[src/hdl/interp_types_pkg.sv]
`default_nettype none

package interp_types_pkg;

    // Screen position and attribute widths
    localparam int COORD_W = 11;
    localparam int ATTR_W  = 32;
    localparam int COLOR_W = 32;
    localparam int INDEX_W = 32;

    typedef logic [COORD_W-1:0]        coord_t;
    typedef logic signed [ATTR_W-1:0]  attr_t;
    typedef logic [COLOR_W-1:0]        color_t;
    typedef logic [INDEX_W-1:0]        index_t;

    // One attribute plane, value = base + x*dx + y*dy
    typedef struct packed {
        attr_t base;
        attr_t dx;
        attr_t dy;
    } plane_t;

    // Pixel as delivered by the rasterizer
    typedef struct packed {
        coord_t x;
        coord_t y;
        plane_t plane_s, plane_t, plane_w;
        color_t color;
        index_t fb_index;
        logic   last;
    } pixel_in_t;

    // Interpolated pixel toward the fragment stage
    typedef struct packed {
        attr_t  s;
        attr_t  t;
        attr_t  w;
        color_t color;
        index_t fb_index;
        logic   last;
    } pixel_out_t;

endpackage

`default_nettype wire

[src/hdl/interp_flow_pkg.sv]
`default_nettype none

package interp_flow_pkg;

    // Register stages from pipe input to result
    localparam int PIPE_DEPTH  = 3;

    // Output buffer size, equal to the source credits after reset
    localparam int FIFO_DEPTH  = 8;

    // Credits granted by the sink after reset
    localparam int OUT_CREDITS = 4;

    localparam int PTR_W    = $clog2(FIFO_DEPTH);
    localparam int FILL_W   = $clog2(FIFO_DEPTH + 1);
    localparam int CREDIT_W = $clog2(OUT_CREDITS + 1);

    typedef logic [PTR_W-1:0]    fifo_ptr_t;
    typedef logic [FILL_W-1:0]   fill_t;
    typedef logic [CREDIT_W-1:0] credit_t;

endpackage

`default_nettype wire

[src/hdl/plane_eval.sv]
`timescale 1ns/1ps
`default_nettype none

module plane_eval
(
    input  wire                      clk,
    input  wire                      rst,
    input  wire interp_types_pkg::coord_t x,
    input  wire interp_types_pkg::coord_t y,
    input  wire interp_types_pkg::plane_t plane,
    output interp_types_pkg::attr_t  value
);

    localparam int PAD_W = interp_types_pkg::ATTR_W - interp_types_pkg::COORD_W;

    // Coordinates zero extended to attribute width
    interp_types_pkg::attr_t x_ext;
    interp_types_pkg::attr_t y_ext;

    interp_types_pkg::attr_t prod_x;
    interp_types_pkg::attr_t prod_y;
    interp_types_pkg::attr_t base_d1;
    interp_types_pkg::attr_t sum_xy;
    interp_types_pkg::attr_t base_d2;

    assign x_ext = interp_types_pkg::attr_t'({{PAD_W{1'b0}}, x});
    assign y_ext = interp_types_pkg::attr_t'({{PAD_W{1'b0}}, y});

    ////////////////////
    // Stage 1 products
    ////////////////////
    always_ff @(posedge clk)
    begin
        // Low 32 bits of the product, wraps modulo 2^32
        prod_x  <= x_ext * plane.dx;
        prod_y  <= y_ext * plane.dy;
        base_d1 <= plane.base;
    end

    ////////////////////
    // Stage 2 increment sum
    ////////////////////
    always_ff @(posedge clk)
    begin
        sum_xy  <= prod_x + prod_y;
        base_d2 <= base_d1;
    end

    // Stage 3 adds the base
    always_ff @(posedge clk)
    begin
        if (rst)
        begin
            value <= '0;
        end
        else
        begin
            value <= sum_xy + base_d2;
        end
    end

endmodule

`default_nettype wire

[src/hdl/pixel_pipe.sv]
`timescale 1ns/1ps
`default_nettype none

module pixel_pipe
(
    input  wire                             clk,
    input  wire                             rst,
    input  wire logic                       in_valid,
    input  wire interp_types_pkg::pixel_in_t in_pixel,
    output logic                            res_valid,
    output interp_types_pkg::pixel_out_t    res_pixel
);

    localparam int DEPTH = interp_flow_pkg::PIPE_DEPTH;

    // Fields that pass through untouched
    typedef struct packed {
        interp_types_pkg::color_t color;
        interp_types_pkg::index_t fb_index;
        logic                     last;
    } sideband_t;

    logic [DEPTH-1:0] valid_sr;
    sideband_t        side_sr [DEPTH];
    sideband_t        side_in;

    interp_types_pkg::attr_t val_s;
    interp_types_pkg::attr_t val_t;
    interp_types_pkg::attr_t val_w;

    ////////////////////
    // Plane evaluators
    ////////////////////
    plane_eval u_eval_s
    (
        .clk   (clk),
        .rst   (rst),
        .x     (in_pixel.x),
        .y     (in_pixel.y),
        .plane (in_pixel.plane_s),
        .value (val_s)
    );

    plane_eval u_eval_t
    (
        .clk   (clk),
        .rst   (rst),
        .x     (in_pixel.x),
        .y     (in_pixel.y),
        .plane (in_pixel.plane_t),
        .value (val_t)
    );

    plane_eval u_eval_w
    (
        .clk   (clk),
        .rst   (rst),
        .x     (in_pixel.x),
        .y     (in_pixel.y),
        .plane (in_pixel.plane_w),
        .value (val_w)
    );

    ////////////////////
    // Sideband alignment
    ////////////////////
    assign side_in = '{color: in_pixel.color, fb_index: in_pixel.fb_index, last: in_pixel.last};

    always_ff @(posedge clk)
    begin
        if (rst)
        begin
            valid_sr <= '0;
        end
        else
        begin
            valid_sr <= {valid_sr[DEPTH-2:0], in_valid};
        end
    end

    // Same depth as the plane evaluators
    always_ff @(posedge clk)
    begin
        side_sr[0] <= side_in;
        for (int i = 1; i < DEPTH; i++)
        begin
            side_sr[i] <= side_sr[i-1];
        end
    end

    assign res_valid = valid_sr[DEPTH-1];

    always_comb
    begin
        res_pixel.s        = val_s;
        res_pixel.t        = val_t;
        res_pixel.w        = val_w;
        res_pixel.color    = side_sr[DEPTH-1].color;
        res_pixel.fb_index = side_sr[DEPTH-1].fb_index;
        res_pixel.last     = side_sr[DEPTH-1].last;
    end

endmodule

`default_nettype wire

[config.mk]
export PLATFORM = sky130hd
export DESIGN_NAME = pixel_pipe
export DESIGN_NICKNAME = d
export VERILOG_FILES = /design/src/hdl/interp_types_pkg.sv /design/src/hdl/interp_flow_pkg.sv /design/src/hdl/plane_eval.sv /design/src/hdl/pixel_pipe.sv
export SDC_FILE = /design/constraint.sdc
export NUM_CORES = 2
export LEC_CHECK = 0
export BUFFER_PORTS_ARGS = -buffer_cell sky130_fd_sc_hd__buf_2
export CAP_MARGIN = 5
export CORE_ASPECT_RATIO = 0.75
export CORE_UTILIZATION = 50
export DETAILED_ROUTE_END_ITERATION = 10
export PLACE_DENSITY = 0.64
export REMOVE_ABC_BUFFERS = 1
export SLEW_MARGIN = 20
export SYNTH_ARGS = -nofsm -noshare
export SYNTH_HDL_FRONTEND = slang
export SYNTH_SLANG_ARGS = --single-unit
[constraint.sdc]
create_clock -name clk -period 8.4 [get_ports clk]
set_clock_uncertainty 0.15 [all_clocks]
set_input_delay 0.84 -clock clk [delete_from_list [all_inputs] [get_ports clk]]
set_output_delay 0.84 -clock clk [all_outputs]
set_load 0.01 [all_outputs]
==> impl_results.md <==
* Fill count at about 14k
* Max H-tree Level at 3
* Setup TNS at 0 ns
* Crit Reg-Reg Endpoint: u_eval_s.sum_xy[28]
* Root buf cell: clkbuf_16
* PortBufs at 539
* Final setup violation count at 0
* Largest net degree at the start of global routing at 63
* DR iter-0 viols at 4095
* Most common library cells after synthesis: inv_1, nand2_1, fa_1, dfxtp_1, ha_1
* Dominant cell type by area after synthesis: fa_1
* Antenna Nets Post-Route at 0
* WS Path Type: in -> reg
* Combinational Power Share at between 70% and 80%
* FP Rows at between 100 and 150
* Area occupied by multi-input gates at between 50000 and 60000 um2
* Hold_sp: in_pixel[346]
* CTS resizes at 0
* Cell with the most instances after synthesis: inv_1
* Die H at around 340 um
* Initial DRT Pass Iterations at 6
* Switching Fraction at 49.31%
* Register area at 15490 um2
* Hold endpoint: u_eval_s.base_d1[25]
* Synthesized area at 78210 um2
* Gpl congestion at 0.9112
* # Post-CTS Setup Buffers at 0
* CP Data Arrival Time at 7.20 ns
* Outcome: completed
* Startpoint types: input pin
* Internal at 18560 uW
* Met1 Use GR at 38.21%
* First-pass GRT wire length at 327900 um
* Clk sinks at 774
* Fin crit period at 6.755 ns
* GRT Total Usage at 26.76%
* R2R cell count at 13
* Seq/Total Area, Yosys at 19.81%
* Post-layout util at 54.94%
* Total leakage power at 0.04344 uW
* Max-Slew Margin vs Limit at just under 30%
* Worst-margin pin slew at 1.059 ns
* Max incr delay on CP at a little under 0.8 ns
* Slowest stage cell, crit path: buf_2
* Mapped Avg Cell Area at about 9.1 um2
* CP Cell Sequence: buf_2 -> buf_4 -> nand2_1 -> fa_1 -> fa_1 -> fa_1 -> inv_1 -> fa_1 -> inv_1 -> fa_1 -> inv_1 -> ha_1 -> or3_1 -> o22ai_1 -> a31oi_1 -> a21oi_1 -> o21bai_1 -> a211o_1 -> a31oi_1 -> nor2b_1 -> xnor2_1
* Main flop type after synthesis: dfxtp_1
* Worst IR drop on VDD at around 0.32 mV
* Psw at 18060 uW
* RSZ-0062 raised after global routing: no
* CTS buffer count at 83
* Hold buffers post-CTS at 0
* Congestion Overflow GR at 0
* Area Growth Syn to Fin at 8.876%
* Clock Latency Late Sink at 0.71 ns
* Total Wirelength at ~210000 um
* I/O pins at 540
* CP Capture Type: flip-flop
* Post-DP HPWL at 169800 um
* Max-capacitance violation count at 0
* DRC viols at 0
* Fmax at 148.0 MHz
* Synth top area cells: fa_1, dfxtp_1, ha_1, inv_1, nand2_1
* Flop pwr share at 15.5%
* Antenna violations before repair at 58
* Met2 Resource Use GR at 41.49%
* CP Max Fanout at 39
* Pins over their slew limit at 0
* Number of global-route vias before repair at 58.54k
* Drt wl/cell at 18.89 um
* Post-synth EDFFs at 0
* Worst Hold Class: in -> reg
* P per Cell Area at 430.0 nW/um2
* CTS tree: built
* Final nets at 11.14k
* Cells after Synth at 8580
* Core Area at about 150000 um2
* Met3 GRT Util at 5.186%
* Die Area at 158000 um2
* Vias per inst at 5.193
* Period utilisation layout at 80.42%
* Die W at ~460 um
* Proportion of layout cells with a drive suffix above 1 at 8.747%
* R2R Setup Slk at 3.98 ns
* Clk pwr share at roughly a tenth
* Hold Path Stages at 1
* Flops & latches, synth at around 770
* Via count of the routed design at 57.25k
* Yosys warning total at 0
* Reg2Reg Launch Point: u_eval_s.prod_x[0]
* Share of synthesized registers carrying an async set or reset at 0%
* Initial Util at between 50 and 60%
* Top Usage Layer GRT: met2
* Netlist cell types at 88
* Final Hold Viols at 0
* CP most frequent cell: fa_1
* Yosys top cell area share at 33.79%
* Clock tree buffer depth at 3
* CTS clk-pin slew, worst paths at 0.06 ns
* CP Data Required Time at 8.84 ns
## per-stage QoR
step / cells / power, uW / setup WS, ns / hold slack (ns) / cell area [um2]
global placement: 10850 / 32030 / 1.128 / 0.1601 / 82210
global route: 11010 / 40130 / 1.301 / 0.04035 / 85120
finish: 11020 / 36620 / 1.645 / 0.08492 / 85150
detailed placement: 10850 / 32550 / 1.033 / 0.1621 / 82210
CTS: 11000 / 36580 / 1.773 / 0.02052 / 85090
floorplan: 8152 / 25100 / 2.281 / 0.1596 / 76340
## final cells by class
cell class	instances	area share, %
timing repair buffer	603	3.812
sequential	774	18.20
tap	2095	3.079
antenna	23	0.06760
inverter	1736	7.653
clock buffer	108	2.727
clock inverter	43	0.6524
multi-input combinational	5642	63.81
## flip-flops by register name, indices dropped and copies added, names as in the netlist
signal            count
side_sr             195
u_eval_s.base_d1     32
u_eval_s.base_d2     32
u_eval_s.prod_x      32
u_eval_s.prod_y      32
u_eval_s.sum_xy      32
u_eval_s.value       32
u_eval_t.base_d1     32
u_eval_t.base_d2     32
u_eval_t.prod_x      32
u_eval_t.prod_y      32
u_eval_t.sum_xy      32
u_eval_t.value       32
u_eval_w.base_d1     32
u_eval_w.base_d2     32
u_eval_w.prod_x      32
u_eval_w.prod_y      32
u_eval_w.sum_xy      32
u_eval_w.value       32
valid_sr              3
## worst max-delay path by stage
stage / startpoint / slack (ns) / end / depth (start not counted)
floorplan: in_pixel[70] / 2.28 / u_eval_w.prod_y[30] / 20
global placement: in_pixel[370] / 1.13 / u_eval_w.prod_x[30] / 20
detailed placement: in_pixel[360] / 1.03 / u_eval_t.prod_y[31] / 21
CTS: in_pixel[360] / 1.77 / u_eval_t.prod_y[31] / 21
global route: in_pixel[371] / 1.30 / u_eval_w.prod_x[30] / 20
finish: in_pixel[360] / 1.64 / u_eval_t.prod_y[29] / 21
## critical path: cells and delay by family
kind / cells / cell delay [ns]
AO/OA/AOI/OAI: 6 / 1.65
XOR/XNOR: 1 / 0.12
buffers and inverters: 5 / 1.30
AND/OR/NAND/NOR: 3 / 0.65
adder cells (fa/ha/maj): 6 / 2.60
## routing by layer
metal	vias to the layer above	part of all wire, %
met1	28640	45
li1	26330	-
met2	1942	44
met5	-	0.17
met4	38	2.6
met3	306	7.8
## cell families after synthesis
| logic type | Yosys count | synth area share [%] |
|---|---|---|
| mux | 7 | 0.09759 |
| compound gates | 824 | 6.942 |
| simple gates | 2483 | 14.48 |
| fa+ha+maj | 1920 | 43.39 |
| buf+inv | 2164 | 10.71 |
| xor+xnor | 408 | 4.569 |
| flops | 774 | 19.81 |
## power by group through the flow
stage,Sequential [uW],Clock (uW),Combinational (uW)
final,5660,3820,27100
after global routing,5720,4090,30300
after CTS,5680,3930,27000
after detailed placement,5750,0,26800
after global placement,5750,0,26300
after floorplan,5490,0,19600
## cells in the final DEF (no fill, tap or decap), types with 9 or more instances in the layout
cell type     n
a211o_1      11
a211oi_1     26
a21boi_1     12
a21o_1      151
a21oi_1     255
a221oi_1      9
a31oi_1      25
and2_1      504
and3_1       29
buf_2       527
buf_4        73
clkbuf_1     11
clkbuf_16    84
clkbuf_8     13
clkinv_2     15
dfxtp_1     774
diode_2      23
fa_1       1320
ha_1        600
inv_1      1735
nand2_1    1420
nand2b_1     43
nand3_1      57
nand4_1      23
nor2_1      228
nor2b_1      49
nor3_1       63
o2111ai_1    12
o211ai_1     11
o21a_1       40
o21ai_0      95
o21ai_1      47
o21bai_1     31
o31ai_1      13
or3_1        20
xnor2_1     304
xor2_1      104
No activity file was read; power rests on OpenSTA's default activity.
