[config.mk]
export PLATFORM = sky130hd
export DESIGN_NAME = credit_fifo
export DESIGN_NICKNAME = d
export VERILOG_FILES = /design/src/hdl/interp_types_pkg.sv /design/src/hdl/interp_flow_pkg.sv /design/src/hdl/credit_fifo.sv
export SDC_FILE = /design/constraint.sdc
export NUM_CORES = 1
export LEC_CHECK = 0
export BUFFER_PORTS_ARGS = -buffer_cell sky130_fd_sc_hd__buf_4
export CORE_UTILIZATION = 50
export DETAILED_ROUTE_END_ITERATION = 10
export GPL_TIMING_DRIVEN = 0
export PLACE_DENSITY = 0.71
export SETUP_SLACK_MARGIN = 0.4
export SYNTH_ARGS = -nofsm -noshare
export SYNTH_HDL_FRONTEND = slang
export SYNTH_SLANG_ARGS = --single-unit
[constraint.sdc]
create_clock -name clk -period 41.7 [get_ports clk]
set_input_delay 4.17 -clock clk [delete_from_list [all_inputs] [get_ports clk]]
set_output_delay 4.17 -clock clk [all_outputs]
set_load 0.02 [all_outputs]
[src/hdl/interp_types_pkg.sv]
`default_nettype none

package interp_types_pkg;

    // Screen position and attribute widths
    localparam int COORD_W = 11;
    localparam int ATTR_W  = 32;
    localparam int COLOR_W = 32;
    localparam int INDEX_W = 32;

    typedef logic [COORD_W-1:0]        coord_t;
    typedef logic signed [ATTR_W-1:0]  attr_t;
    typedef logic [COLOR_W-1:0]        color_t;
    typedef logic [INDEX_W-1:0]        index_t;

    // One attribute plane, value = base + x*dx + y*dy
    typedef struct packed {
        attr_t base;
        attr_t dx;
        attr_t dy;
    } plane_t;

    // Pixel as delivered by the rasterizer
    typedef struct packed {
        coord_t x;
        coord_t y;
        plane_t plane_s, plane_t, plane_w;
        color_t color;
        index_t fb_index;
        logic   last;
    } pixel_in_t;

    // Interpolated pixel toward the fragment stage
    typedef struct packed {
        attr_t  s;
        attr_t  t;
        attr_t  w;
        color_t color;
        index_t fb_index;
        logic   last;
    } pixel_out_t;

endpackage

`default_nettype wire

[src/hdl/interp_flow_pkg.sv]
`default_nettype none

package interp_flow_pkg;

    // Register stages from pipe input to result
    localparam int PIPE_DEPTH  = 3;

    // Output buffer size, equal to the source credits after reset
    localparam int FIFO_DEPTH  = 8;

    // Credits granted by the sink after reset
    localparam int OUT_CREDITS = 4;

    localparam int PTR_W    = $clog2(FIFO_DEPTH);
    localparam int FILL_W   = $clog2(FIFO_DEPTH + 1);
    localparam int CREDIT_W = $clog2(OUT_CREDITS + 1);

    typedef logic [PTR_W-1:0]    fifo_ptr_t;
    typedef logic [FILL_W-1:0]   fill_t;
    typedef logic [CREDIT_W-1:0] credit_t;

endpackage

`default_nettype wire

[src/hdl/credit_fifo.sv]
`timescale 1ns/1ps
`default_nettype none

module credit_fifo
(
    input  wire                              clk,
    input  wire                              rst,
    input  wire logic                        wr_valid,
    input  wire interp_types_pkg::pixel_out_t wr_pixel,
    input  wire logic                        in_valid,
    input  wire logic                        out_credit,
    output logic                             in_credit,
    output logic                             out_valid,
    output interp_types_pkg::pixel_out_t     out_pixel,
    output logic                             busy
);

    localparam int DEPTH = interp_flow_pkg::FIFO_DEPTH;

    interp_types_pkg::pixel_out_t mem [DEPTH];

    interp_flow_pkg::fifo_ptr_t wr_ptr;
    interp_flow_pkg::fifo_ptr_t rd_ptr;
    interp_flow_pkg::fill_t     count;
    interp_flow_pkg::fill_t     inflight;
    interp_flow_pkg::credit_t   credits;
    interp_flow_pkg::credit_t   sink_held;

    logic do_pop;

    // One entry leaves per cycle while the sink has room
    assign do_pop = (count != '0) && (credits != '0);

    ////////////////////
    // Storage
    ////////////////////
    always_ff @(posedge clk)
    begin
        if (wr_valid)
        begin
            mem[wr_ptr] <= wr_pixel;
        end
        if (do_pop)
        begin
            out_pixel <= mem[rd_ptr];
        end
    end

    ////////////////////
    // Pointers and counters
    ////////////////////
    always_ff @(posedge clk)
    begin
        if (rst)
        begin
            wr_ptr    <= '0;
            rd_ptr    <= '0;
            count     <= '0;
            inflight  <= '0;
            credits   <= interp_flow_pkg::credit_t'(interp_flow_pkg::OUT_CREDITS);
            sink_held <= '0;
            out_valid <= 1'b0;
            in_credit <= 1'b0;
        end
        else
        begin
            if (wr_valid)
            begin
                wr_ptr <= wr_ptr + 1'b1;
            end
            if (do_pop)
            begin
                rd_ptr <= rd_ptr + 1'b1;
            end
            count    <= count + interp_flow_pkg::fill_t'(wr_valid)
                        - interp_flow_pkg::fill_t'(do_pop);
            // Pixels accepted at the input and not yet popped
            inflight <= inflight + interp_flow_pkg::fill_t'(in_valid)
                        - interp_flow_pkg::fill_t'(do_pop);
            credits  <= credits + interp_flow_pkg::credit_t'(out_credit)
                        - interp_flow_pkg::credit_t'(do_pop);
            // Pixels sent to the sink whose credit has not come back yet
            sink_held <= sink_held + interp_flow_pkg::credit_t'(out_valid)
                         - interp_flow_pkg::credit_t'(out_credit);
            // A pop frees one slot, handed back to the source
            out_valid <= do_pop;
            in_credit <= do_pop;
        end
    end

    // High until the last popped pixel has left
    assign busy = (inflight != '0) || out_valid;

    ////////////////////
    // Protocol checks
    ////////////////////
    a_no_write_full: assert property (@(posedge clk) disable iff (rst)
        wr_valid |-> (count != interp_flow_pkg::fill_t'(DEPTH)));

    a_credit_max: assert property (@(posedge clk) disable iff (rst)
        credits <= interp_flow_pkg::credit_t'(interp_flow_pkg::OUT_CREDITS));

    a_valid_has_credit: assert property (@(posedge clk) disable iff (rst)
        out_valid |-> (sink_held < interp_flow_pkg::credit_t'(interp_flow_pkg::OUT_CREDITS)));

endmodule

`default_nettype wire

==> results.cfg, run 1 <==
[critical_path]
r2r_cells = 6
crit_slowest_cell = or4b_2
worstReg2RegStart = rd_ptr[2]
timing.rr.end = out_pixel[138]
critPathLaunchType = flip-flop
max_stage_delay_ns = 0.61
cp.required_ns = 37.53
cp_max_fo = 2
crit_chain = inv_1, ha_1, or4b_2, buf_4
critical_path_class = reg2out
rrSetupSlack_ns = 38.73
arrival_ns = 2.05
endpoint_kind = output port

[global_route]
grt_max_degree = 84
track_usage_pct = 22.9
grt_pass1_wl_mm = 182
antenna_found_initial = 13
first_global_vias = 27200
gr-total-overflow = 0

[clocking]
clk_root_buffer_cell = clkbuf_16
cts_tree = yes
cts_max_level = 4
clockBufferDepth = 3
cts_inserted_buffers = 150
cts_hold_buf = 0
post_cts_buffers = 0
clock_sinks = 1467
clk_latency_ns = 0.77
clkTransAtPathRegs_ns = 0.06
post_cts_resized = 0

[hold_path]
hp-start = credits[2]
holdPathStages = 2
holdPathEnd = credits[2]
min_path_type = reg2reg

[floorplanning]
die_w_microns = 331
start_util_pct = 50.5
rows = 120
fp.dieH_microns = 331
io_pins = 330
die_area_sq_um = 110000
coreArea_sq_um = 107000

[timing]
hold_slack_ns = 0.546
worst_slew_pin_slew_ns = 1.35
setup_viol = 0
fmax_mhz = 161
setup_tns_ns = 0
slew_headroom_pct = 9.77
rsz0062_at_grt = false
skew_ns = 0.0368
hold_viol_final = 0
fin_crit_sh_pct = 14.9
fin_crit_ns = 6.22
maxSlewViolCount = 0

[synth]
syn_nets = 2652
synth_fa_ha_area_share_pct = 0.364
ys.flop_type = edfxtp_1
synthTopCellsByCount = edfxtp_1, nand2_1, mux4_2
synth_compound_area_share_pct = 0.125
yosys_register_bits = 1467
synth_top_area_share_pct = 80.2
synthCells = 2472
yosys.area.top_type = edfxtp_1
synthMuxAreaShare_pct = 13.4
synth.cell_area_sq_um = 54200
ys_seq_area_share_pct = 80.9
synth_top_family_by_area = multiplexers
synth.most_common_cell = edfxtp_1
synthXorXnorAreaFrac_pct = 0.113
synth-edff-count = 1449
async_flop_share_pct = 0
synth_cell_type_count = 31
synth_area_leaders = edfxtp_1, mux4_2, nand2_1, dfxtp_1, buf_6
yosys.area_share.simple_pct = 3.77
synth_area_per_cell_sq_um = 21.9
yosysWarnings = 0

[route]
ant_nets = 0
drc = 0
totalWireLength_mm = 124
drtIter0Drc = 2360
vias = 25900
wl_per_cell_microns = 27.1
first_pass_iters = 5
via_per_inst = 5.66

[power_and_ir_drop]
peakVddDrop_uv = 51.9
power_density_nw_per_um2 = 64.5
leakagePower_nw = 21.9

[cells_and_area]
area.growth.synth_to_final_pct = 19.7
drive_gt1_share_pct = 32.7
fill_cells = 7339
fin_nets = 3225
register_area_sq_um = 43900
multiInputGateArea_sq_um = 9710

[status]
outcome = finished, final reports clean

[placed_design]
dp_hpwl_mm = 77.7
io_buffers = 329
gp_congestion = 0.726

[job]
maxCapViolCount = 0
where the power goes:
group	internal, mW	switching [mW]
Sequential	1.80	0.0517
Combinational	0.441	0.576
Clock	0.762	0.554
Total	3.01	1.18
area by class of cell:
class	instances	area share (%)
repair buffers	421	6.13
multi-input cells	886	15.0
clock inverters	88	1.42
well taps	1403	2.70
clock buffers	186	6.06
inverters	9	0.0636
diodes	5	0.0193
plain buffers	110	1.06
flip-flops and latches	1467	67.6
per-stage QoR:
stage          utilization, %  instances  setup WS (ns)  area (sq um)  power, mW
2_1_floorplan               -       2472          25.71         54200       2.54
3_3_place_gp             54.5       4204          12.80         58500       2.94
3_5_place_dp             55.9       4296          35.11         60000       2.92
4_1_cts                  60.5       4570          35.40         64900       4.24
5_1_grt                  60.5       4573          35.40         64900       4.35
6_report                 60.5       4575          35.48         64900       4.19
sequential cells by signal (all words and copies together), names as in the netlist:
signal and cells:
count 4, credits 3, inflight 4, mem 1288
out_pixel 161, out_valid 1, rd_ptr 3, wr_ptr 3
cells in the final DEF, fill, tap and decap left out, types with 11 or more instances in the layout:
cell type  instances
buf_1             11
nand2_1          490
buf_12            41
clkbuf_1          65
buf_2             37
ha_1              11
edfxtp_1        1449
dfxtp_1           18
mux4_2           322
bufinv_16         14
buf_6             65
buf_4            333
clkbuf_16        152
nor2_1            11
clkinv_2          26
clkinv_1          29
worst max-delay path by stage:
stage	startpoint	end	cells after the start
after detailed placement	wr_valid	mem[4][39]	8
after global routing	inflight[2]	busy	4
after CTS	inflight[2]	busy	4
final	inflight[2]	busy	4
after global placement	wr_valid	mem[4][104]	3
after floorplan	wr_valid	mem[0][0]	2
layer usage:
metal  share of wire (%)  wire [microns]  GRT usage, %
met1                  39           48000          29.2
met2                  51           63300          38.7
met3                 7.9            9800          6.24
met4                 2.1            2550          6.35
met5               0.082             102             0
critical path, delay by kind of cell, from the launching register on:
kind | cells | cell delay (ns)
flops | 1 | 0.30
buf+inv | 2 | 0.26
fa+ha+maj | 1 | 0.13
simple gates | 1 | 0.61
logic make-up after synthesis:
group,count (synthesis)
adder cells (fa/ha/maj),14
AND/OR/NAND/NOR,529
buffers and inverters,119
flip-flops,1467
multiplexers,325
AO/OA/AOI/OAI,11
XOR/XNOR,7
No activity file was read; power rests on OpenSTA's default activity.
==> inputs of run 2 (changes only) <==
--- a/config.mk
+++ b/config.mk
@@ -9,7 +9,7 @@
 export CORE_UTILIZATION = 50
 export DETAILED_ROUTE_END_ITERATION = 10
 export GPL_TIMING_DRIVEN = 0
-export PLACE_DENSITY = 0.71
+export PLACE_DENSITY = 0.73
 export SETUP_SLACK_MARGIN = 0.4
 export SYNTH_ARGS = -nofsm -noshare
 export SYNTH_HDL_FRONTEND = slang
==> constraint.sdc (replaced) <==
create_clock -name clk -period 5.1 [get_ports clk]
set_input_delay 0.51 -clock clk [delete_from_list [all_inputs] [get_ports clk]]
set_output_delay 0.51 -clock clk [all_outputs]
set_load 0.02 [all_outputs]
==> results.cfg, run 2 (synthesis gave the netlist of run 1 again) <==
[global_route]
track_usage_pct = 22.8
grt_max_degree = 83
antenna_found_initial = 17
first_global_vias = 27900
gr-total-overflow = 0
grt_pass1_wl_mm = 182

[route]
drc = 0
vias = 26600
via_per_inst = 5.66
drtIter0Drc = 2672
totalWireLength_mm = 124
first_pass_iters = 5
ant_nets = 0
wl_per_cell_microns = 26.4

[timing]
hold_viol_final = 0
worst_slew_pin_slew_ns = 1.32
maxSlewViolCount = 0
skew_ns = 0.0329
fin_crit_sh_pct = 56.9
setup_viol = 0
fin_crit_ns = 2.90
fin_ws_ns = 2.20
fmax_mhz = 345
rsz0062_at_grt = false
slew_headroom_pct = 12.2

[clocking]
cts_tree = yes
clk_root_buffer_cell = clkbuf_16
clk_latency_ns = 0.75
clock_sinks = 1467
clockBufferDepth = 3
cts_hold_buf = 161
cts_inserted_buffers = 147
post_cts_buffers = 0
clkTransAtPathRegs_ns = 0.06
cts_max_level = 4
post_cts_resized = 0

[critical_path]
r2r_cells = 6
max_stage_delay_ns = 0.99
timing.rr.end = out_pixel[77]
endpoint_kind = flip-flop
startpoint = rd_ptr[2]
critical_path_class = reg2reg
cp.required_ns = 5.70
critPathLaunchType = flip-flop
worstReg2RegStart = rd_ptr[2]
cp-endpoint = out_pixel[77]
crit_slowest_cell = clkbuf_1
rrSetupSlack_ns = 2.20
cp_max_fo = 10
arrival_ns = 3.50
crit_chain = buf_2, inv_2, clkbuf_1, clkbuf_1, nand2_1, nand2_1

[status]
outcome = finished, final reports clean

[cells_and_area]
top_regs = mem: 1288 flops, out_pixel: 161 flops
multiInputGateArea_sq_um = 9740
fin_nets = 3363
fin_area_sq_um = 66500
final_common_cell = edfxtp_1
largest-register = mem
largest_register_ffs = 1288
drive_gt1_share_pct = 30.7
fill_cells = 7135
final_util_pct = 62.0
area.growth.synth_to_final_pct = 22.7
register_area_sq_um = 43900
mostFrequentLayoutCells = edfxtp_1, nand2_1, buf_4

[power_and_ir_drop]
peakVddDrop_uv = 420
leakagePower_nw = 22.5
power_density_nw_per_um2 = 514

[placed_design]
dp_hpwl_mm = 77.1
postPlaceCellArea_sq_um = 60200
gp_congestion = 0.743
place_ws_ns = 2.12
io_buffers = 329

[floorplanning]
fp.dieH_microns = 331
coreArea_sq_um = 107000
die_area_sq_um = 110000
io_pins = 330
rows = 120
start_util_pct = 50.5
die_w_microns = 331

[hold_path]
min_path_type = in2reg
holdPathStages = 3

[job]
maxCapViolCount = 0
==> run 2: final cells by class <==
| class | count | area share, % |
|---|---|---|
| sequential | 1467 | 65.9 |
| multi-input combinational | 886 | 14.6 |
| timing repair buffer | 562 | 8.54 |
| clock buffer | 186 | 5.97 |
| tap | 1403 | 2.64 |
| clock inverter | 77 | 1.15 |
| buffer | 110 | 1.03 |
| inverter | 9 | 0.0620 |
| antenna | 10 | 0.0376 |
==> run 2: worst min-delay path by stage <==
stage	start	end
2_1_floorplan	credits[2]	credits[2]
3_3_place_gp	credits[2]	credits[2]
3_5_place_dp	credits[2]	credits[2]
4_1_cts	out_credit	credits[0]
5_1_grt	wr_valid	wr_ptr[0]
6_report	out_credit	credits[0]
==> run 2: routing by layer <==
| metal | vias up | global-route usage, % | share of wire, % |
|---|---|---|---|
| met1 | 13800 | 29.3 | 38 |
| li1 | 11400 | - | - |
| met4 | 22 | 7.49 | 2.9 |
| met5 | - | 0 | 0.12 |
| met2 | 1202 | 38.4 | 51 |
| met3 | 242 | 5.65 | 8.4 |
==> run 2: critical path: cells and delay by family (launching register included) <==
family / cells / cell delay [ns]
flops: 1 / 0.30
simple gates: 2 / 0.27
buf+inv: 4 / 2.16
==> run 2: stage by stage <==
stage               hold slack, ns  total power [mW]  std cells  TNS (ns)
global route                 0.120              35.5       4703         0
finish                       0.124              34.2       4710         0
floorplan                    0.486              20.7       2472   -181.61
global placement             0.502              23.3       4204  -6557.88
detailed placement           0.537              23.9       4276         0
CTS                         0.0788              34.6       4700         0
==> run 2: report_power, final <==
| part | total [mW] | switching (mW) | internal, mW |
|---|---|---|---|
| clock | 10.6 | 4.43 | 6.14 |
| combinational | 8.46 | 4.75 | 3.70 |
| sequential | 15.2 | 0.443 | 14.8 |
